<file path="src/verilog/axis_lbus_pkg.sv">
package axis_lbus_pkg;

    //////////////////////////////////////////////////////////////////////
    // sizes
    //////////////////////////////////////////////////////////////////////

    localparam int beat_bytes    = 8;   // stream beat width in bytes
    localparam int seg_bytes     = 16;  // one LBUS segment
    localparam int seg_cnt       = 4;   // segments per row, power of two
    localparam int lane_ptr_bits = 2;
    localparam int mty_bits      = 4;
    localparam int fifo_depth    = 16;  // words per lane

    // must be able to count a lane full of one-row packets
    localparam int pkt_cnt_bits  = 5;

    //////////////////////////////////////////////////////////////////////
    // types
    //////////////////////////////////////////////////////////////////////

    // stream input beat
    typedef struct packed {
        logic [beat_bytes*8-1:0] data;
        logic [beat_bytes-1:0]   keep;  // bit 0 = first byte, contiguous
        logic                    last;
    } axis_beat_t;

    // one segment as stored in a lane FIFO
    // first stream byte sits in data[127:120]
    typedef struct packed {
        logic [seg_bytes*8-1:0] data;
        logic [mty_bits-1:0]    mty;   // empty bytes at the low end
        logic                   eop;
        logic                   sop;
        logic                   ena;   // low on idle fill words
    } seg_word_t;

    // one LBUS transmit lane
    typedef struct packed {
        logic [seg_bytes*8-1:0] data;
        logic                   ena;
        logic                   sop;
        logic                   eop;
        logic [mty_bits-1:0]    mty;
    } lbus_seg_t;

endpackage

</file>
<file path="src/verilog/beat_packer.sv">
module beat_packer import axis_lbus_pkg::*; (
    input  logic       tx_clk,
    input  logic       tx_resetn,

    input  axis_beat_t s_beat,
    input  logic       s_tvalid,
    output logic       s_tready,

    output seg_word_t  pk_word,
    output logic       pk_valid,
    input  logic       pk_take
);

    logic                    half;        // upper half already holds a beat
    logic                    accept;
    logic                    complete;    // this beat closes the word
    logic [beat_bytes*8-1:0] beat_rev;
    logic [mty_bits:0]       valid_bytes; // 0..16, needs one extra bit

    // stream byte 0 goes to the top byte
    function automatic logic [beat_bytes*8-1:0] reverse_bytes(
        input logic [beat_bytes*8-1:0] d
    );
        logic [beat_bytes*8-1:0] r;
        for (int i = 0; i < beat_bytes; i++) begin
            r[(beat_bytes-1-i)*8 +: 8] = d[i*8 +: 8];
        end
        return r;
    endfunction

    function automatic logic [mty_bits:0] keep_bytes(
        input logic [beat_bytes-1:0] k
    );
        logic [mty_bits:0] n;
        n = '0;
        for (int i = 0; i < beat_bytes; i++) begin
            n = n + (mty_bits+1)'(k[i]);
        end
        return n;
    endfunction

    assign accept   = s_tvalid & s_tready;
    assign complete = half | s_beat.last;
    assign s_tready = ~pk_valid | pk_take;   // free, or emptied this cycle
    assign beat_rev = reverse_bytes(s_beat.data);

    // first half is always full when the second one arrives
    assign valid_bytes = keep_bytes(s_beat.keep)
                       + (half ? (mty_bits+1)'(beat_bytes) : '0);

    //////////////////////////////////////////////////////////////////////
    // control
    //////////////////////////////////////////////////////////////////////

    always_ff @(posedge tx_clk) begin
        if (!tx_resetn) begin
            half     <= 1'b0;
            pk_valid <= 1'b0;
        end else begin
            if (pk_take) begin
                pk_valid <= 1'b0;
            end
            if (accept) begin
                half <= ~complete;
                if (complete) begin
                    pk_valid <= 1'b1;   // wins over the take above
                end
            end
        end
    end

    //////////////////////////////////////////////////////////////////////
    // word assembly
    //////////////////////////////////////////////////////////////////////

    always_ff @(posedge tx_clk) begin
        if (accept) begin
            pk_word.sop <= 1'b0;   // controller decides sop
            pk_word.ena <= 1'b1;
            pk_word.eop <= s_beat.last;
            pk_word.mty <= mty_bits'(seg_bytes - valid_bytes);
            if (half) begin
                pk_word.data[beat_bytes*8-1:0] <= beat_rev;
            end else begin
                // lower half cleared in case this beat is also the last
                pk_word.data <= {beat_rev, {beat_bytes*8{1'b0}}};
            end
        end
    end

endmodule

</file>
<file path="config.mk">
export PLATFORM = sky130hd
export DESIGN_NAME = beat_packer
export DESIGN_NICKNAME = d
export VERILOG_FILES = /design/src/verilog/axis_lbus_pkg.sv /design/src/verilog/beat_packer.sv
export SDC_FILE = /design/constraint.sdc
export NUM_CORES = 1
export LEC_CHECK = 0
export BUFFER_PORTS_ARGS = -buffer_cell sky130_fd_sc_hd__buf_2
export CAP_MARGIN = 10
export CORE_ASPECT_RATIO = 1.1
export CORE_MARGIN = 4
export CORE_UTILIZATION = 43
export DETAILED_ROUTE_END_ITERATION = 8
export GPL_TIMING_DRIVEN = 0
export PLACE_DENSITY = 0.83
export SYNTH_ARGS = -nofsm -noshare
export SYNTH_HDL_FRONTEND = slang
export SYNTH_SLANG_ARGS = --single-unit
export TNS_END_PERCENT = 20
</file>
<file path="constraint.sdc">
create_clock -name tx_clk -period 7.5 [get_ports tx_clk]
set_input_delay 0.75 -clock tx_clk [delete_from_list [all_inputs] [get_ports tx_clk]]
set_output_delay 0.75 -clock tx_clk [all_outputs]
set_load 0.01 [all_outputs]
</file>
==> out/metrics.cfg <==
[setup_path]
cp-start-kind=input port
slowest_delay_ns=0.42
critical_path.most_common_cell=ha_1
critPathCaptureType=flip-flop
cp.required_ns=7.65
cp_cell_sequence=buf_2, fa_1, ha_1, fa_1, ha_1, inv_1, ha_1, ha_1, xnor2_1, xnor2_1
path_class=input port to flip-flop
critPathArrivalTime_ns=3.05
crit_fanout=1
crit_slowest_cell=fa_1

[synth]
postSynth.asyncResetShare=0
synthFlopType=edfxtp_1
syn_nets=332
syn_area_um2=4790
synth_area_per_cell_um2=19.8
synth_edf_count=133
synth_top_cell_by_area=edfxtp_1
yosysUniqueCellTypes=19
synthCells=242
synth_warnings=0
yosysMostFrequentCell=edfxtp_1
ys_seq_area_frac=0.843
yosys-top-cells-area=edfxtp_1 (83%), and2_1 (8.5%), ha_1 (2.9%), dfxtp_1 (0.84%), fa_1 (0.84%)
synth_top_area_share=0.834
yosys-top-cells-count=edfxtp_1 (133), and2_1 (65), ha_1 (11), inv_1 (7), buf_2 (5)
yosys_register_bits=135

[run_status]
outcome=complete, no violations

[power_and_ir_drop]
p_total_mw=1.94
p_leak_nw=2.90
cellPowerDensity_nw_per_um2=291
irDropWorstVdd_uv=144

[timing]
tightestPinTransition_ns=0.953
fin_crit_ns=2.90
slew_viol_final=0
max_freq_mhz=345
setup_violations=0
setup_ws_ns=4.60
period_share=0.386
finClkSkew_ns=0.00875
relSlewSlack=0.365
hold_viol_final=0
tns_ns=0
rsz0062_at_grt=false

[global_routing]
grt_use_met2=0.283
grt_pass1_vias=2972
antenna_found_initial=0
grt.busiest_layer=met2
grtUsageMet1=0.167
use_met3=0.0497
grtUsageTotal=0.156
grt_start_max_net_pins=72
grt_pass1_wl_um=15200
gr-total-overflow=0

[route]
routedWlPerCell_um=15.8
antenna_left=0
drc=0
wl_um=9970
drtPass1Iterations=4
vias=2850
drt_iter0_drc=81
via_per_inst=4.50

[placed_design]
hpwlAfterDp_um=7360
placed_area_um2=6050
post-place-ws_ns=4.16
port_buffers=211
place.gp.congestion=0.748

[layout]
layout.nets=563
final_area_um2=6680
syn_to_final_growth_pct=39.5
drive_above_1_share=0.525
fillers=835
antennaDiodeCount=0

[min_path]
hold_class=flip-flop to flip-flop

[floorplan]
dieHeight_um=119
initial_utilization=0.439
io_pins=214
coreArea_um2=10900
dieWidth_um=109
die_area_um2=12900
rows=40

[job]
maxCapViolCount=0

[clock_network]
clk_latency_ns=0.40
post_cts_buffers=0
cts-root-buf=clkbuf_16
cts_resized=0
clock_sinks=135
cts_tree=yes
hold_buffers=0
clk_pin_slew_ns=0.06
numCtsBuffers=17
cts_max_level=4
ctsLongestPathBuffers=2

## report_power, final
part	internal [mW]	leakage, nW	switching [mW]
Clock	0.559	0.297	0.305
Sequential	0.895	1.33	0.0132
Combinational	0.0709	1.27	0.100
Total	1.53	2.90	0.418
## layout make-up
class	instances	area [µm²]	share of cell area
plain buffers	9	56.3	0.00843
clock buffers	18	429	0.0643
clock inverters	14	196	0.0294
inverters	7	26.3	0.00394
multi-input cells	91	674	0.101
flip-flops and latches	135	4030	0.604
well taps	147	184	0.0275
repair buffers	212	1080	0.161
## cell families (layout without fill, tap and decap cells)
| family | Yosys count | after routing | share of synthesized area |
|---|---|---|---|
| xor gates and xnor gates | 3 | 3 | 0.00549 |
| adders and majority gates | 13 | 13 | 0.0371 |
| buffers and inverters | 16 | 260 | 0.0172 |
| other | 2 | 2 | 0.00157 |
| DFF | 135 | 135 | 0.843 |
| and+or+nand+nor | 70 | 70 | 0.0923 |
| AOI/OAI and AO/OA | 3 | 3 | 0.00366 |
## critical path, delay by kind of cell
family                   cells  cell delay, ns
buffers and inverters        2            0.15
adder cells (fa/ha/maj)      6            1.90
XOR/XNOR                     2            0.25
## stage by stage
step | hold slack, ns | instances | utilization
5_1_grt | 0.513 | 633 | 0.612
2_1_floorplan | 0.564 | 242 | -
3_5_place_dp | 0.521 | 601 | 0.555
6_report | 0.527 | 633 | 0.612
3_3_place_gp | 0.515 | 600 | 0.552
4_1_cts | 0.518 | 633 | 0.612
## routing by layer
| metal | part of all wire | routed length (µm) |
|---|---|---|
| met5 | 0 | 0 |
| met4 | 0.013 | 129 |
| met3 | 0.076 | 755 |
| met2 | 0.55 | 5500 |
| met1 | 0.36 | 3590 |
## layout by cell type, fill, tap and decap left out, types with 2 or more instances in the layout
cell / instances
o21ai_0: 2
buf_2: 216
xnor2_1: 3
clkinv_4: 2
inv_6: 3
edfxtp_1: 133
ha_1: 11
clkinv_2: 2
clkinvlp_4: 3
buf_4: 2
conb_1: 2
and2_1: 64
dfxtp_1: 2
clkbuf_16: 17
fa_1: 2
bufinv_16: 4
inv_1: 7
## sequential cells by signal (all words and copies together), names as in the netlist
register,count
half,1
pk_valid,1
pk_word,133
## path summary, 6_finish.rpt
path / from / end / slack (ns) / cells after the start
worst min-delay path: pk_valid / pk_valid / 0.53 / 2
worst max-delay path: s_beat[4] / pk_word[6] / 4.60 / 10
worst max register to register: pk_valid / pk_word[114] / 4.92 / 4
worst min register to register: pk_valid / pk_valid / 0.53 / 2
No activity file was read; power rests on OpenSTA's default activity.
