<file path="src/verilog/axis_lbus_pkg.sv">
package axis_lbus_pkg;

    //////////////////////////////////////////////////////////////////////
    // sizes
    //////////////////////////////////////////////////////////////////////

    localparam int beat_bytes    = 8;   // stream beat width in bytes
    localparam int seg_bytes     = 16;  // one LBUS segment
    localparam int seg_cnt       = 4;   // segments per row, power of two
    localparam int lane_ptr_bits = 2;
    localparam int mty_bits      = 4;
    localparam int fifo_depth    = 16;  // words per lane

    // must be able to count a lane full of one-row packets
    localparam int pkt_cnt_bits  = 5;

    //////////////////////////////////////////////////////////////////////
    // types
    //////////////////////////////////////////////////////////////////////

    // stream input beat
    typedef struct packed {
        logic [beat_bytes*8-1:0] data;
        logic [beat_bytes-1:0]   keep;  // bit 0 = first byte, contiguous
        logic                    last;
    } axis_beat_t;

    // one segment as stored in a lane FIFO
    // first stream byte sits in data[127:120]
    typedef struct packed {
        logic [seg_bytes*8-1:0] data;
        logic [mty_bits-1:0]    mty;   // empty bytes at the low end
        logic                   eop;
        logic                   sop;
        logic                   ena;   // low on idle fill words
    } seg_word_t;

    // one LBUS transmit lane
    typedef struct packed {
        logic [seg_bytes*8-1:0] data;
        logic                   ena;
        logic                   sop;
        logic                   eop;
        logic [mty_bits-1:0]    mty;
    } lbus_seg_t;

endpackage

</file>
<file path="src/verilog/segment_fifo.sv">
module segment_fifo import axis_lbus_pkg::*; #(
    parameter int depth = fifo_depth
) (
    input  logic      tx_clk,
    input  logic      tx_resetn,

    input  logic      wr_en,
    input  seg_word_t wr_word,
    input  logic      rd_en,
    output seg_word_t head,
    output logic      full
);

    seg_word_t                mem [depth];
    logic [$clog2(depth)-1:0] wr_ptr;
    logic [$clog2(depth)-1:0] rd_ptr;
    logic [$clog2(depth):0]   count;
    logic                     do_wr;
    logic                     do_rd;

    function automatic logic [$clog2(depth)-1:0] bump(
        input logic [$clog2(depth)-1:0] p
    );
        return (p == depth-1) ? '0 : p + 1'b1;
    endfunction

    assign full  = (count == ($clog2(depth)+1)'(depth));
    assign do_wr = wr_en & ~full;
    assign do_rd = rd_en & (count != '0);   // reads of an empty lane dropped
    assign head  = mem[rd_ptr];             // fall-through head

    always_ff @(posedge tx_clk) begin
        if (do_wr) begin
            mem[wr_ptr] <= wr_word;
        end
    end

    always_ff @(posedge tx_clk) begin
        if (!tx_resetn) begin
            wr_ptr <= '0;
            rd_ptr <= '0;
            count  <= '0;
        end else begin
            if (do_wr) begin
                wr_ptr <= bump(wr_ptr);
            end
            if (do_rd) begin
                rd_ptr <= bump(rd_ptr);
            end
            case ({do_wr, do_rd})
                2'b10:   count <= count + 1'b1;
                2'b01:   count <= count - 1'b1;
                default: count <= count;
            endcase
        end
    end

endmodule

</file>
<file path="config.mk">
export PLATFORM = sky130hd
export DESIGN_NAME = segment_fifo
export DESIGN_NICKNAME = d
export VERILOG_FILES = /design/src/verilog/axis_lbus_pkg.sv /design/src/verilog/segment_fifo.sv
export SDC_FILE = /design/constraint.sdc
export NUM_CORES = 2
export LEC_CHECK = 0
export BUFFER_PORTS_ARGS = -buffer_cell sky130_fd_sc_hd__buf_2
export CORE_ASPECT_RATIO = 1.5
export CORE_MARGIN = 2
export CORE_UTILIZATION = 40
export CTS_BUF_LIST = sky130_fd_sc_hd__clkbuf_2
export DETAILED_ROUTE_END_ITERATION = 7
export PLACE_DENSITY = 0.56
export SLEW_MARGIN = 5
export SYNTH_ARGS = -nofsm -noshare
export SYNTH_HDL_FRONTEND = slang
export SYNTH_SLANG_ARGS = --single-unit
</file>
<file path="constraint.sdc">
create_clock -name tx_clk -period 12.4 [get_ports tx_clk]
set_clock_uncertainty 0.2 [all_clocks]
set_input_delay 1.24 -clock tx_clk [delete_from_list [all_inputs] [get_ports tx_clk]]
set_output_delay 1.24 -clock tx_clk [all_outputs]
set_load 0.05 [all_outputs]
</file>
==> summary.txt <==
Hold path
  – Hold/Removal Path Class: register to register
  – Min-Delay Endpoint: wr_ptr[0]$_SDFFE_PN0P_
  – Hold Crit Start: wr_ptr[0]$_SDFFE_PN0P_
  – Hold Path Cell Cnt: 2

Route
  – Number of vias per cell: 5.52
  – Routed len/inst: 27.8 um
  – DR vias: 39,900
  – Post-Route WL: 201,000 um
  – DR iter-0 viols: 3,094
  – DR pass1 iterations: 5
  – Drt drc: 0
  – Detail Route Antenna Nets: 0

Global route
  – Gr usage total: 19.4%
  – Vias in the first global route: 43,000
  – Initial antenna violation count: 39
  – GRT overflow: 0
  – First-pass GRT wire length: 291,000 um
  – Largest net degree at the start of global routing: 109

Worst setup path
  – Critical Path Slowest Stage Cell: dfxtp_4
  – CP max FO: 55
  – Critical path cell sequence: buf_4, buf_4, buf_4, mux4_2, a22oi_1, nand2_1, buf_2
  – Critical Path RT: 10.96 ns
  – CP Capture Type: output port
  – R2R Path End: mem[2][57]$_DFFE_PP_
  – Worst Setup Start Kind: register
  – Most frequent CP cell: buf_4
  – R2r setup slk: 7.98 ns
  – Buf/Inv on CP: 4
  – Top delay family on crit path: buffers and inverters
  – R2R cell count: 6
  – CP Data Arrival Time: 6.11 ns
  – Setup CP Type: register to output port
  – Slowest stage delay, CP: 0.89 ns
  – Worst r2r src: count[4]$_SDFFE_PN0P_

STA
  – Tcrit/Tclk final: 60.9%
  – Fin. Hold Viols: 0
  – Fin crit period: 7.55 ns
  – Pins Over Slew Limit: 0
  – RSZ-0062 raised after global routing: no
  – FMAX: 132 MHz
  – Final worst slack: 4.85 ns
  – Worst-Margin Slew: 1.19 ns
  – # setup viols final: 0
  – Relative slew slack: 20.5%
  – Fin Setup TNS: 0 ns

Power and ir drop
  – VDD IR-drop max: 151 uV
  – PwrDens: 181 nW/um^2
  – Overall Power: 16,700 uW
  – Pleak: 0.0293 uW

Placed design
  – Port bufs: 274
  – Gpl congestion: 0.706
  – Worst slack, placed: 6.34 ns
  – Hpwl dp: 97,900 um

Floorplan
  – Chip height: 557 um
  – Initial core utilization: 40.3%
  – Row cnt: 202
  – Core box area: 202,000 um^2
  – Ports: 275
  – Die footprint: 207,000 um^2
  – Die span in x: 373 um

Yosys
  – Register bit total from synthesis: 2,177
  – Adder-cell share of the synthesized area: 0.138%
  – Mux cell area share after synthesis: 14.9%
  – FFs w/ async S/R, synth: 0%
  – Cells after Synth: 3,426
  – Mapped cell area: 81,500 um^2
  – Synth Area in Simple Gates: 1.10%
  – Synth Flop Type: edfxtp_1
  – Syn nets: 3,574
  – Largest family of logic cells by synthesized area: multiplexers
  – Synth Area in Compound Gates: 2.53%
  – Post-synthesis xor/xnor area fraction: 0.0537%
  – Synth Warn #: 0
  – Sequential share of the synthesized area: 80.0%
  – Synth cell types: 47
  – Post-synth EDFFs: 2,160
  – Syn Area/Cell: 23.8 um^2

Clock tree
  – H-tree Lvls: 6
  – Total CTS buffers: 523
  – CTS Sinks: 2,177
  – Clock latency on the worst-skew pair: 1.61 ns
  – TritonCTS clock tree: yes
  – Worst-case clock buffer depth: 4
  – Clock slew at reported path FFs: 0.10 ns
  – Post CTS Setup Buffer Count: 0
  – Root Buffer: clkbuf_2
  – Hold-fix buffers at CTS: 139
  – Cts repair resizes: 0

Layout
  – Core Util, Final: 45.5%
  – Filler cells: 17,300
  – Layout cells sized above 1: 37.3%
  – Register Area: 65,200 um^2
  – Nets: 4,409
  – Layout area overhead: 12.9%
  – Multi-input logic area: 15,400 um^2

Flow run
  – Max cap viols: 0

Status
  – Status: completed
-- cell usage in the layout (no fill, tap or decap), types with 5 or more instances in the layout --
cell type / synthesis / routed
a22oi_1: 148 / 148
buf_12: 0 / 7
buf_2: 35 / 274
buf_4: 26 / 76
bufinv_16: 0 / 14
clkbuf_2: 0 / 732
clkinv_1: 0 / 64
clkinv_2: 1 / 7
clkinvlp_4: 0 / 6
dfxtp_1: 17 / 14
diode_2: 0 / 15
dlygate4sd3_1: 0 / 139
edfxtp_1: 2160 / 2160
ha_1: 9 / 9
inv_1: 5 / 5
inv_2: 0 / 13
mux4_2: 540 / 540
nand2_1: 88 / 87
nand3_1: 7 / 7
nor2_1: 77 / 64
nor2_4: 0 / 13
o22ai_1: 123 / 123
-- metrics by stage --
stage | instance area (um^2) | hold WS (ns) | std cells
after floorplan | 81500 | 0.280 | 3426
after global placement | 86100 | 0.305 | 6249
after detailed placement | 86100 | 0.309 | 6249
after CTS | 91900 | 0.0741 | 7225
after global routing | 92000 | 0.159 | 7237
final | 92000 | 0.320 | 7240
-- cell type report --
type / instances / share of cell area, %
Multi-Input combinational cell: 1057 / 16.8
Timing Repair Buffer: 496 / 3.78
Sequential cell: 2177 / 70.9
Tap cell: 2652 / 3.61
Clock inverter: 105 / 0.872
Antenna cell: 15 / 0.0408
Clock buffer: 732 / 3.98
Inverter: 6 / 0.0258
-- per-layer routing --
metal	part of all wire, %	GRT usage (%)
met5	0.11	0
met4	2.1	5.74
met3	5.7	4.02
met2	51	32.9
met1	41	25.1
-- worst max-delay path by stage --
stage                     startpoint             endpoint  slack, ns  cells after the start
after global placement      register            head[106]       6.38                      7
after CTS                   register             head[86]       4.52                      7
after floorplan                wr_en  mem[0][0]$_DFFE_PP_       0.76                      3
final                       register             head[86]       4.85                      7
after global routing        register            head[106]       4.42                      7
after detailed placement    register            head[106]       6.34                      7
-- synth_stat cells (2+ instances only) --
master    instances  share of area (%)
a21oi_1           2              0.012
nand2b_1          7              0.054
ha_1              9               0.14
or3_1             2              0.015
xnor2_1           4              0.043
inv_1             5              0.023
clkbuf_1         79               0.36
nor3_1            5              0.031
edfxtp_1       2160                 80
buf_4            26               0.24
nand2_1          88               0.41
a221oi_1          2              0.021
mux2i_1           2              0.025
buf_2            35               0.21
and2_1            5              0.038
nor2_1           77               0.35
or2_2             2              0.015
nor3b_1           4              0.037
a22oi_1         148                1.4
nor2b_1           4              0.031
nand3_1           7              0.043
a21boi_0          3              0.028
dfxtp_1          17               0.42
mux4_2          540                 15
buf_1            28               0.13
o22ai_1         123               0.94
o21ai_0           4              0.025
buf_6            18               0.25
a21boi_1          2              0.018
-- power breakdown --
| group | switching (uW) | total [uW] | internal, uW |
|---|---|---|---|
| Combinational | 2300 | 3700 | 1400 |
| Clock | 2710 | 4560 | 1850 |
| Sequential | 103 | 8420 | 8320 |
-- state kept, by name, indices dropped and copies added (netlist names), named ones only --
signal  flops
count       5
mem      2160
rd_ptr      4
wr_ptr      4
-- cell families after synthesis --
kind of cell,after synthesis
compound gates,293
xor+xnor,5
fa+ha+maj,9
buf+inv,192
mux,542
flops,2177
simple gates,208
-- worst min-delay path, cell delays in order, from the launching register on --
cell and delay [ns]:
dfxtp_1 0.36, nand2_1 0.07, a21boi_1 0.05
No activity file was read; power rests on OpenSTA's default activity.
