### config.mk
export PLATFORM = sky130hd
export DESIGN_NAME = lbus_row_control
export DESIGN_NICKNAME = d
export VERILOG_FILES = /design/src/verilog/axis_lbus_pkg.sv /design/src/verilog/lbus_row_control.sv
export SDC_FILE = /design/constraint.sdc
export NUM_CORES = 1
export LEC_CHECK = 0
export ABC_AREA = 1
export BUFFER_PORTS_ARGS = -buffer_cell sky130_fd_sc_hd__buf_2
export CAP_MARGIN = 40
export CORE_AREA = 2 2 531 533
export CTS_CLUSTER_SIZE = 10
export DETAILED_ROUTE_END_ITERATION = 16
export DIE_AREA = 0 0 533 535
export PLACE_DENSITY = 0.3
export RECOVER_POWER = 100
export SLEW_MARGIN = 20
export SYNTH_ARGS = -nofsm -noshare
export SYNTH_HDL_FRONTEND = slang
export SYNTH_SLANG_ARGS = --single-unit
### constraint.sdc
create_clock -name tx_clk -period 4.8 [get_ports tx_clk]
set_input_delay 0 -clock tx_clk [delete_from_list [all_inputs] [get_ports tx_clk]]
set_output_delay 0 -clock tx_clk [all_outputs]
set_load 0.005 [all_outputs]
### src/verilog/axis_lbus_pkg.sv
package axis_lbus_pkg;

    //////////////////////////////////////////////////////////////////////
    // sizes
    //////////////////////////////////////////////////////////////////////

    localparam int beat_bytes    = 8;   // stream beat width in bytes
    localparam int seg_bytes     = 16;  // one LBUS segment
    localparam int seg_cnt       = 4;   // segments per row, power of two
    localparam int lane_ptr_bits = 2;
    localparam int mty_bits      = 4;
    localparam int fifo_depth    = 16;  // words per lane

    // must be able to count a lane full of one-row packets
    localparam int pkt_cnt_bits  = 5;

    //////////////////////////////////////////////////////////////////////
    // types
    //////////////////////////////////////////////////////////////////////

    // stream input beat
    typedef struct packed {
        logic [beat_bytes*8-1:0] data;
        logic [beat_bytes-1:0]   keep;  // bit 0 = first byte, contiguous
        logic                    last;
    } axis_beat_t;

    // one segment as stored in a lane FIFO
    // first stream byte sits in data[127:120]
    typedef struct packed {
        logic [seg_bytes*8-1:0] data;
        logic [mty_bits-1:0]    mty;   // empty bytes at the low end
        logic                   eop;
        logic                   sop;
        logic                   ena;   // low on idle fill words
    } seg_word_t;

    // one LBUS transmit lane
    typedef struct packed {
        logic [seg_bytes*8-1:0] data;
        logic                   ena;
        logic                   sop;
        logic                   eop;
        logic [mty_bits-1:0]    mty;
    } lbus_seg_t;

endpackage

### src/verilog/lbus_row_control.sv
module lbus_row_control import axis_lbus_pkg::*; (
    input  logic               tx_clk,
    input  logic               tx_resetn,

    // from the packer
    input  seg_word_t          pk_word,
    input  logic               pk_valid,
    output logic               pk_take,

    // lane FIFO write side
    output logic [seg_cnt-1:0] wr_en,
    output seg_word_t          wr_word,

    // lane FIFO read side
    output logic               rd_en,
    input  logic [seg_cnt-1:0] lane_full,
    input  seg_word_t          lane_head [seg_cnt],

    // LBUS
    input  logic               tx_rdyout,
    output lbus_seg_t          tx_seg [seg_cnt]
);

    logic [lane_ptr_bits-1:0] lane_ptr;
    logic                     fill;       // idle words pending to end the row
    logic                     in_pkt;     // low means next segment is sop
    logic [pkt_cnt_bits-1:0]  pkt_cnt;    // complete packets stored

    logic last_lane;
    logic idle_wr;
    logic lane_wr;
    logic pkt_done;
    logic pkt_avail;
    logic row_eop;

    //////////////////////////////////////////////////////////////////////
    // write side
    //////////////////////////////////////////////////////////////////////

    assign last_lane = &lane_ptr;   // seg_cnt is a power of two
    assign pk_take   = pk_valid & ~lane_full[lane_ptr] & ~fill;
    assign idle_wr   = fill & ~lane_full[lane_ptr];
    assign lane_wr   = pk_take | idle_wr;

    // row closed on a packet end, either by data or by the last idle
    assign pkt_done = last_lane & (idle_wr | (pk_take & pk_word.eop));

    always_comb begin
        wr_en           = '0;
        wr_en[lane_ptr] = lane_wr;
    end

    always_comb begin
        if (fill) begin
            wr_word = '0;   // idle segment
        end else begin
            wr_word     = pk_word;
            wr_word.sop = ~in_pkt;
            wr_word.ena = 1'b1;
        end
    end

    always_ff @(posedge tx_clk) begin
        if (!tx_resetn) begin
            lane_ptr <= '0;
            fill     <= 1'b0;
            in_pkt   <= 1'b0;
        end else begin
            if (lane_wr) begin
                lane_ptr <= lane_ptr + 1'b1;   // wraps after lane 3
            end
            if (pk_take) begin
                in_pkt <= ~pk_word.eop;
                if (pk_word.eop && !last_lane) begin
                    fill <= 1'b1;
                end
            end else if (idle_wr && last_lane) begin
                fill <= 1'b0;
            end
        end
    end

    //////////////////////////////////////////////////////////////////////
    // read side
    //////////////////////////////////////////////////////////////////////

    assign pkt_avail = |pkt_cnt;
    assign rd_en     = tx_rdyout & pkt_avail;   // whole row at once

    always_comb begin
        row_eop = 1'b0;
        for (int i = 0; i < seg_cnt; i++) begin
            row_eop = row_eop | lane_head[i].eop;
        end
    end

    always_ff @(posedge tx_clk) begin
        if (!tx_resetn) begin
            pkt_cnt <= '0;
        end else begin
            case ({pkt_done, rd_en & row_eop})
                2'b10:   pkt_cnt <= pkt_cnt + 1'b1;
                2'b01:   pkt_cnt <= pkt_cnt - 1'b1;
                default: pkt_cnt <= pkt_cnt;   // both or neither
            endcase
        end
    end

    // nothing leaves until a full packet is stored
    always_comb begin
        for (int i = 0; i < seg_cnt; i++) begin
            tx_seg[i].data = lane_head[i].data;
            tx_seg[i].mty  = lane_head[i].mty;
            tx_seg[i].ena  = lane_head[i].ena & pkt_avail;
            tx_seg[i].sop  = lane_head[i].sop & pkt_avail;
            tx_seg[i].eop  = lane_head[i].eop & pkt_avail;
        end
    end

endmodule

==> results of run 1 <==
## cell families after synthesis
logic type,after synthesis,share of synthesized area
simple gates,195,0.1301
fa+ha+maj,8,0.01724
compound gates,14,0.01358
flops,9,0.03103
xor+xnor,4,0.006033
buf+inv,710,0.8020
## worst max-delay path: stages, from the launching register on
cell      delay [ns]
dfxtp_4         0.70
clkbuf_1        2.02
nor2_1          0.22
clkbuf_1        0.31
## final timing paths
check            startpoint           to  cells after the start
min          lane_head[174]  tx_seg[174]                      0
max                    fill  wr_word[58]                      3
max reg2reg            fill   pkt_cnt[4]                     17
min reg2reg          in_pkt       in_pkt                      2
## synth_stat cells, drive strengths merged
master / count
nand2: 40
inv: 166
clkbuf: 6
ha: 8
dfxtp: 9
buf: 538
o21bai: 1
nor4: 1
nand3: 8
a21oi: 6
a21boi: 1
o21ai: 6
nor2: 145
nor3: 1
xor2: 4
## where the power goes
group | internal (mW) | total [mW] | switching, mW
clock network | 0.113 | 0.167 | 0.0541
registers | 0.0991 | 0.137 | 0.0377
logic | 0.264 | 1.05 | 0.782
## registers in the layout (all words and copies together), names as in the netlist
name / flops
in_pkt: 1
lane_ptr: 2
fill: 1
pkt_cnt: 5
## final cells by class
type,count,share of cell area
Tap cell,3724,0.5857
Timing Repair Buffer,307,0.1702
Multi-Input combinational cell,221,0.1208
Inverter,166,0.07833
Sequential cell,9,0.02312
Antenna cell,38,0.01195
Clock buffer,4,0.009909
## through the flow
| step | total power, mW | hold WS [ns] | util | setup slack, ns |
|---|---|---|---|---|
| 2_1_floorplan | 0.8820 | 0.06694 | - | 2.684 |
| 6_report | 1.349 | 0.000001433 | 0.02852 | 1.196 |
| 4_1_cts | 1.447 | 0.00006013 | 0.02889 | 1.747 |
| 3_3_place_gp | 1.242 | 0.00006013 | 0.02860 | 1.880 |
| 5_1_grt | 1.466 | 0.000007969 | 0.02830 | 0.8463 |
| 3_5_place_dp | 1.268 | 0.00006013 | 0.02860 | 1.773 |
## per-layer routing
metal  vias to the layer above  share of wire
met5                         -         0.0019
met3                       374           0.44
met1                      1793           0.10
met2                      1283           0.42
met4                        50          0.035
li1                       1736              -
==> impl_metrics.toml, run 1 <==
[sta]
fin_skew_ns = 0.002019
hold_viol = 0
layout_worst_path_cycle_share = 0.7509
layout_min_cycle_time_ns = 3.604
setup_viol = 0
fmax_mhz = 277.4
slew_viol_final = 51
worst_pin_slew_ns = 2.805
tns_ns = 0
slew_headroom = -0.8702
rsz0062_at_grt = "no"

[finish]
final_nets = 1399
syn2layout_area_growth_pct = 37.00
seq_area_um2 = 183.9
multi_input_area_um2 = 960.9
layout_commonest_cell = "inv_1"
fin_area_mm2 = 0.007955
fillerInstances = 33494
final_cell_mix = "165 x inv_1, 156 x buf_2, 149 x clkbuf_1"
drive_gt1_frac = 0.2348
fin_cells = 4469

[clock_tree]
htreeDepth = 1
cts_hold_buf = 0
cts_sinks = 9
cts_buffer_depth = 2
cts_tree = "built"
cts_root_buf = "clkbuf_16"
numCtsBuffers = 3
ctsResizeCount = 0
clk_pin_slew_ns = 0.05
clkLatencyLatePin_ns = 0.26
post_cts_buffers = 0

[yosys]
syn_inst = 940
ys_ff_latch = 9
ys_seq_area_frac = 0.03103
syn_nets = 1631
netlist_area_mm2 = 0.005807
synth.top_cell.area_share = 0.6826
ys_types = 21
netlist_top_cells_area = "buf_4 68%, inv_1 11%, nor2_1 9.4%, dfxtp_1 3.1%, nand2_1 2.5%"
yosysTopAreaCell = "buf_4"
synth_area_per_cell_um2 = 6.177
ys_warn_count = 0

[grt]
use_met2 = 0.1815
grt_pass1_vias = 5160
use_met3 = 0.2578
busiest_layer = "met3"
grtUsageTotal = 0.1221
grt_max_degree = 51
overflow = 0
grt_pass1_wl_um = 194800
grt_antenna_before_repair = 115
met1_usage = 0.03463

[power]
cellLeakagePower_nw = 2.362
p_per_area_mw_per_mm2 = 169.6
ir_drop_v = 0.00007685

[floorplan]
dieArea_mm2 = 0.2852
die_x_um = 533
row_count = 194
io-pin-count = 1364
initial_core_util = 0.02082
die_h_um = 535
core-area_mm2 = 0.2789

[run_status]
failed_checks = "max-capacitance violations, max-slew violations"
status = "finished, violations left"

[drt]
drt_wl_total_um = 181200
via_per_inst = 1.172
final_antenna_net_count = 0
via_count = 5236
drtPass1Iterations = 4
first_iter_violations = 222
wl_per_cell_um = 40.54
drcViolationCount = 0

[critical_path]
crit_required_ns = 4.80
criticalPathCategory = "flip-flop to primary output"
start_kind = "flip-flop"
arrival_ns = 3.60
cp-end-kind = "primary output"
ff2ff_setup_slack_ns = 1.86
crit_fanout = 50

[placed_design]
placed_cells = 4427
gp_congestion = 0.7995
dp_hpwl_um = 177700
portBuffers = 305
placed_cell_area_mm2 = 0.007978

[worst_hold_path]
hold_path_class = "input port to primary output"

[job]
drv_cap = 1
Note: power is estimated with default switching activity, not from simulation.
==> run 2, diff against run 1 <==
Settings changed: CORE_AREA 2 2 531 533 to 2 2 530 532, DIE_AREA 0 0 533 535 to 0 0 532 534.
Clock period 4.8 ns to 3 ns, I/O delays scaled along.
==> impl_metrics.toml, run 2 (synthesized netlist as in run 1, its figures left out) <==
[run_status]
status = "finished clean"

[clock_tree]
ctsResizeCount = 0
cts_hold_buf = 0
cts_buffer_depth = 2
cts_sinks = 9
clkLatencyLatePin_ns = 0.24
htreeDepth = 1
cts_root_buf = "clkbuf_16"
cts_tree = "built"
clk_pin_slew_ns = 0.04
numCtsBuffers = 3
post_cts_buffers = 0

[critical_path]
criticalPathCategory = "flip-flop to primary output"
cp-end-kind = "primary output"
cpPeakStageDelay_ns = 0.67
crit_path_top_delay_cell = "clkbuf_1"
crit_required_ns = 3.00
critPathBufInv = 3
arrival_ns = 2.62
cp_cell_sequence = "clkbuf_1 -> clkbuf_4 -> nor2_1 -> clkbuf_1"
cpLargestDelayFamily = "buffers and inverters"
start_kind = "flip-flop"
crit_fanout = 48
crit_top_cell = "clkbuf_1"

[floorplan]
die_h_um = 534
core-area_mm2 = 0.2784
initial_core_util = 0.02086
dieArea_mm2 = 0.2841
io-pin-count = 1364
die_x_um = 532
row_count = 194

[worst_hold_path]
hold_path_class = "input port to primary output"

[drt]
via_per_inst = 1.193
final_antenna_net_count = 0
first_iter_violations = 305
via_count = 5315
drtPass1Iterations = 6
drt_wl_total_um = 183200
drcViolationCount = 0
wl_per_cell_um = 41.10

[sta]
fmax_mhz = 381.5
slew_headroom = 0.4456
setup_viol = 0
rsz0062_at_grt = "no"
layout_min_cycle_time_ns = 2.621
holdWs_ns = 0.000001433
layout_worst_path_cycle_share = 0.8738
slew_viol_final = 0
worst_pin_slew_ns = 0.8316
setup_ws_ns = 0.3787
tns_ns = 0
hold_viol = 0
fin_skew_ns = 0.005464

[finish]
fillerInstances = 33510
top_register = "pkt_cnt"
syn2layout_area_growth_pct = 36.61
largest_reg_flops = 5
layout_commonest_cell = "inv_1"
reg_top3 = "pkt_cnt (5), lane_ptr (2)"
final_nets = 1401
drive_gt1_frac = 0.2370
fin_cells = 4457
final_cell_mix = "165 x inv_1, 158 x buf_2, 148 x clkbuf_1"

[grt]
grt_max_degree = 68
overflow = 0
grt_antenna_before_repair = 118
grtUsageTotal = 0.1238
grt_pass1_vias = 5180
grt_pass1_wl_um = 197400

[placed_design]
place_ws_ns = 0.5830
placed_cells = 4428
portBuffers = 305
gp_congestion = 0.8437
dp_hpwl_um = 179700

[power]
p_per_area_mw_per_mm2 = 267.9
cellLeakagePower_nw = 2.375
ir_drop_v = 0.0001720
power_mw = 2.125

[job]
drv_cap = 0
==> run 2: final timing paths <==
| path | endpoint | cells after the start | startpoint | slack, ns |
|---|---|---|---|---|
| max | wr_word[8] | 4 | fill | 0.38 |
| min | tx_seg[404] | 0 | lane_head[404] | 0.000001 |
| max reg2reg | pkt_cnt[4] | 20 | lane_ptr[0] | 0.48 |
| min reg2reg | in_pkt | 2 | in_pkt | 0.49 |
==> run 2: area by class of cell <==
| type | count | area, um^2 | area share |
|---|---|---|---|
| antenna | 24 | 60.06 | 0.007571 |
| clock buffer | 4 | 78.83 | 0.009937 |
| inverter | 166 | 623.1 | 0.07855 |
| multi-input combinational | 221 | 963.4 | 0.1215 |
| sequential | 9 | 180.2 | 0.02271 |
| tap | 3724 | 4659 | 0.5874 |
| timing repair buffer | 309 | 1368 | 0.1724 |
==> run 2: worst reg2reg max path, delay by kind of cell (launching register included) <==
family | cells | cell delay, ns
compound gates | 1 | 0.11
buf+inv | 3 | 0.25
simple gates | 13 | 1.03
flops | 1 | 0.42
xor+xnor | 1 | 0.21
fa+ha+maj | 2 | 0.44
==> run 2: report_power, final <==
part	leakage, nW	total [mW]	internal (mW)	switching (mW)
clock	0.0383	0.240	0.178	0.0620
sequential	0.0740	0.201	0.158	0.0423
combinational	2.26	1.68	0.418	1.27
==> run 2: layer usage <==
| layer | part of all wire | up-vias | GRT usage |
|---|---|---|---|
| li1 | - | 1717 | - |
| met1 | 0.10 | 1928 | 0.03360 |
| met2 | 0.44 | 1218 | 0.1980 |
| met3 | 0.42 | 384 | 0.2472 |
| met4 | 0.034 | 68 | 0.03201 |
| met5 | 0.0024 | - | 0.0004997 |
==> run 2: stage by stage <==
step / area [um^2] / utilization
5_1_grt: 7880 / 0.02830
2_1_floorplan: 5807 / -
6_report: 7933 / 0.02849
4_1_cts: 8064 / 0.02896
3_3_place_gp: 7985 / 0.02868
3_5_place_dp: 7985 / 0.02868
==> run 3, diff against run 2 <==
==> constraint.sdc (replaced) <==
create_clock -name tx_clk -period 2.2 [get_ports tx_clk]
set_input_delay 0 -clock tx_clk [delete_from_list [all_inputs] [get_ports tx_clk]]
set_output_delay 0 -clock tx_clk [all_outputs]
set_load 0.1 [all_outputs]
==> impl_metrics.toml, run 3 (synthesized netlist as in run 1, its figures left out) <==
[placed_design]
gp_congestion = 0.8250
portBuffers = 305
dp_hpwl_um = 182800
placed_cell_area_mm2 = 0.008183
placed_cells = 4436

[finish]
syn2layout_area_growth_pct = 47.19
final_nets = 1416
largest_reg_flops = 5
layout_commonest_cell = "buf_2"
final_cell_mix = "278 x buf_2, 161 x inv_1, 145 x nor2_1"
top_register = "pkt_cnt"
fin_cells = 4515
reg_top3 = "pkt_cnt (5), lane_ptr (2)"
final_core_util = 0.03070
fin_area_mm2 = 0.008547
drive_gt1_frac = 0.4876

[worst_hold_path]
hold_path_class = "input port to primary output"

[grt]
grt_pass1_vias = 5245
grt_pass1_wl_um = 200300
grt_max_degree = 77
grt_antenna_before_repair = 128
overflow = 0
grtUsageTotal = 0.1257

[floorplan]
io-pin-count = 1364
core-area_mm2 = 0.2784
die_h_um = 534
die_x_um = 532
dieArea_mm2 = 0.2841
initial_core_util = 0.02086
row_count = 194

[power]
power_mw = 6.474
p_per_area_mw_per_mm2 = 757.5
cellLeakagePower_nw = 2.926
ir_drop_v = 0.0006699

[drt]
wl_met1_um = 17400
dr_wl_met2_um = 77800
wl_met3_um = 83200
drcViolationCount = 0
via_per_inst = 1.204
dr.max_layer_used = "met5"
wl_per_cell_um = 41.22
first_iter_violations = 245
via_count = 5436
final_antenna_net_count = 0
drtPass1Iterations = 4
drt_wl_total_um = 186100

[critical_path]
arrival_ns = 2.37
crit_fanout = 5
cp-end-kind = "flip-flop"
criticalPathCategory = "flip-flop to flip-flop"
crit_required_ns = 2.38
start_kind = "flip-flop"

[clock_tree]
clkLatencyLatePin_ns = 0.24
cts_tree = "built"
htreeDepth = 1
clk_pin_slew_ns = 0.04
cts_root_buf = "clkbuf_16"
cts_hold_buf = 0
cts_sinks = 9
numCtsBuffers = 3
cts_buffer_depth = 2

[sta]
holdWs_ns = 0.00002793
slew_viol_final = 0
worst_pin_slew_ns = 1.159
slew_headroom = 0.2305
layout_min_cycle_time_ns = 2.188
rsz0062_at_grt = "yes"
setup_viol = 0
hold_viol = 0
fin_skew_ns = 0.004176
fmax_mhz = 457.1
layout_worst_path_cycle_share = 0.9944

[job]
drv_cap = 0

[run_status]
status = "finished clean"
==> run 3: cell types whose count changed in the layout (fill, tap and decap cells not counted), sizes merged <==
cell / change
diode: +43
buf: +163
inv: -1
clkinvlp: +1
clkbuf: -148
==> run 3: power breakdown <==
group | internal (mW) | leakage, nW | total, mW | switching [mW]
Clock | 0.243 | 0.0386 | 0.327 | 0.0848
Combinational | 0.949 | 2.81 | 5.88 | 4.93
Sequential | 0.219 | 0.0757 | 0.271 | 0.0523
Total | 1.41 | 2.93 | 6.47 | 5.06
==> run 3: area by class of cell <==
cell class	count	area, um^2
fillers	33454	269900
well taps	3724	4659
repair buffers	324	1760
multi-input cells	221	1055
inverters	166	636.9
flip-flops and latches	9	188.9
diodes	67	167.7
clock buffers	4	78.83
==> run 3: path summary, 6_finish.rpt <==
| path | startpoint | to | slack, ns | cells after the start |
|---|---|---|---|---|
| worst max register to register | lane_ptr[0] | pkt_cnt[4] | 0.01 | 20 |
| worst min register to register | in_pkt | in_pkt | 0.48 | 2 |
| worst min-delay path | lane_head[223] | tx_seg[223] | 0.00003 | 0 |
| worst max-delay path | lane_ptr[0] | pkt_cnt[4] | 0.01 | 20 |
==> run 3: worst max-delay path, cell delays in order (launching register included) <==
cell     delay [ns]
dfxtp_4        0.37
inv_4          0.04
nand2_1        0.06
nand3_2        0.07
nand2_2        0.11
nand3_4        0.11
inv_8          0.07
nand2_4        0.04
nand2_2        0.06
nand2_2        0.07
ha_4           0.20
xor2_2         0.16
ha_2           0.20
inv_2          0.05
nand2_2        0.07
nand3_2        0.08
nand2_1        0.08
nand2_1        0.05
nand2_1        0.05
nand2_1        0.06
a21oi_2        0.12
==> run 3: repair_timing <==
item | 4_1_cts | 5_1_grt
pin swaps | 4 | 11
endpoints found under the setup margin | 2 | 4
setup buffers | 4 | 3
gates resized for setup | 8 | 9
==> run 3: through the flow <==
step / TNS [ns] / setup slack, ns
2_1_floorplan: -0.8801 / -0.3243
3_3_place_gp: 0 / 0.01808
3_5_place_dp: -0.2407 / -0.1325
4_1_cts: 0 / 0.01271
5_1_grt: -0.2293 / -0.1745
6_report: 0 / 0.01231
==> run 3: per-layer routing <==
| metal | GRT usage | vias up |
|---|---|---|
| met5 | 0.006329 | - |
| met4 | 0.03359 | 78 |
| met3 | 0.2690 | 372 |
| met2 | 0.1893 | 1235 |
| met1 | 0.03167 | 1933 |
| li1 | - | 1818 |
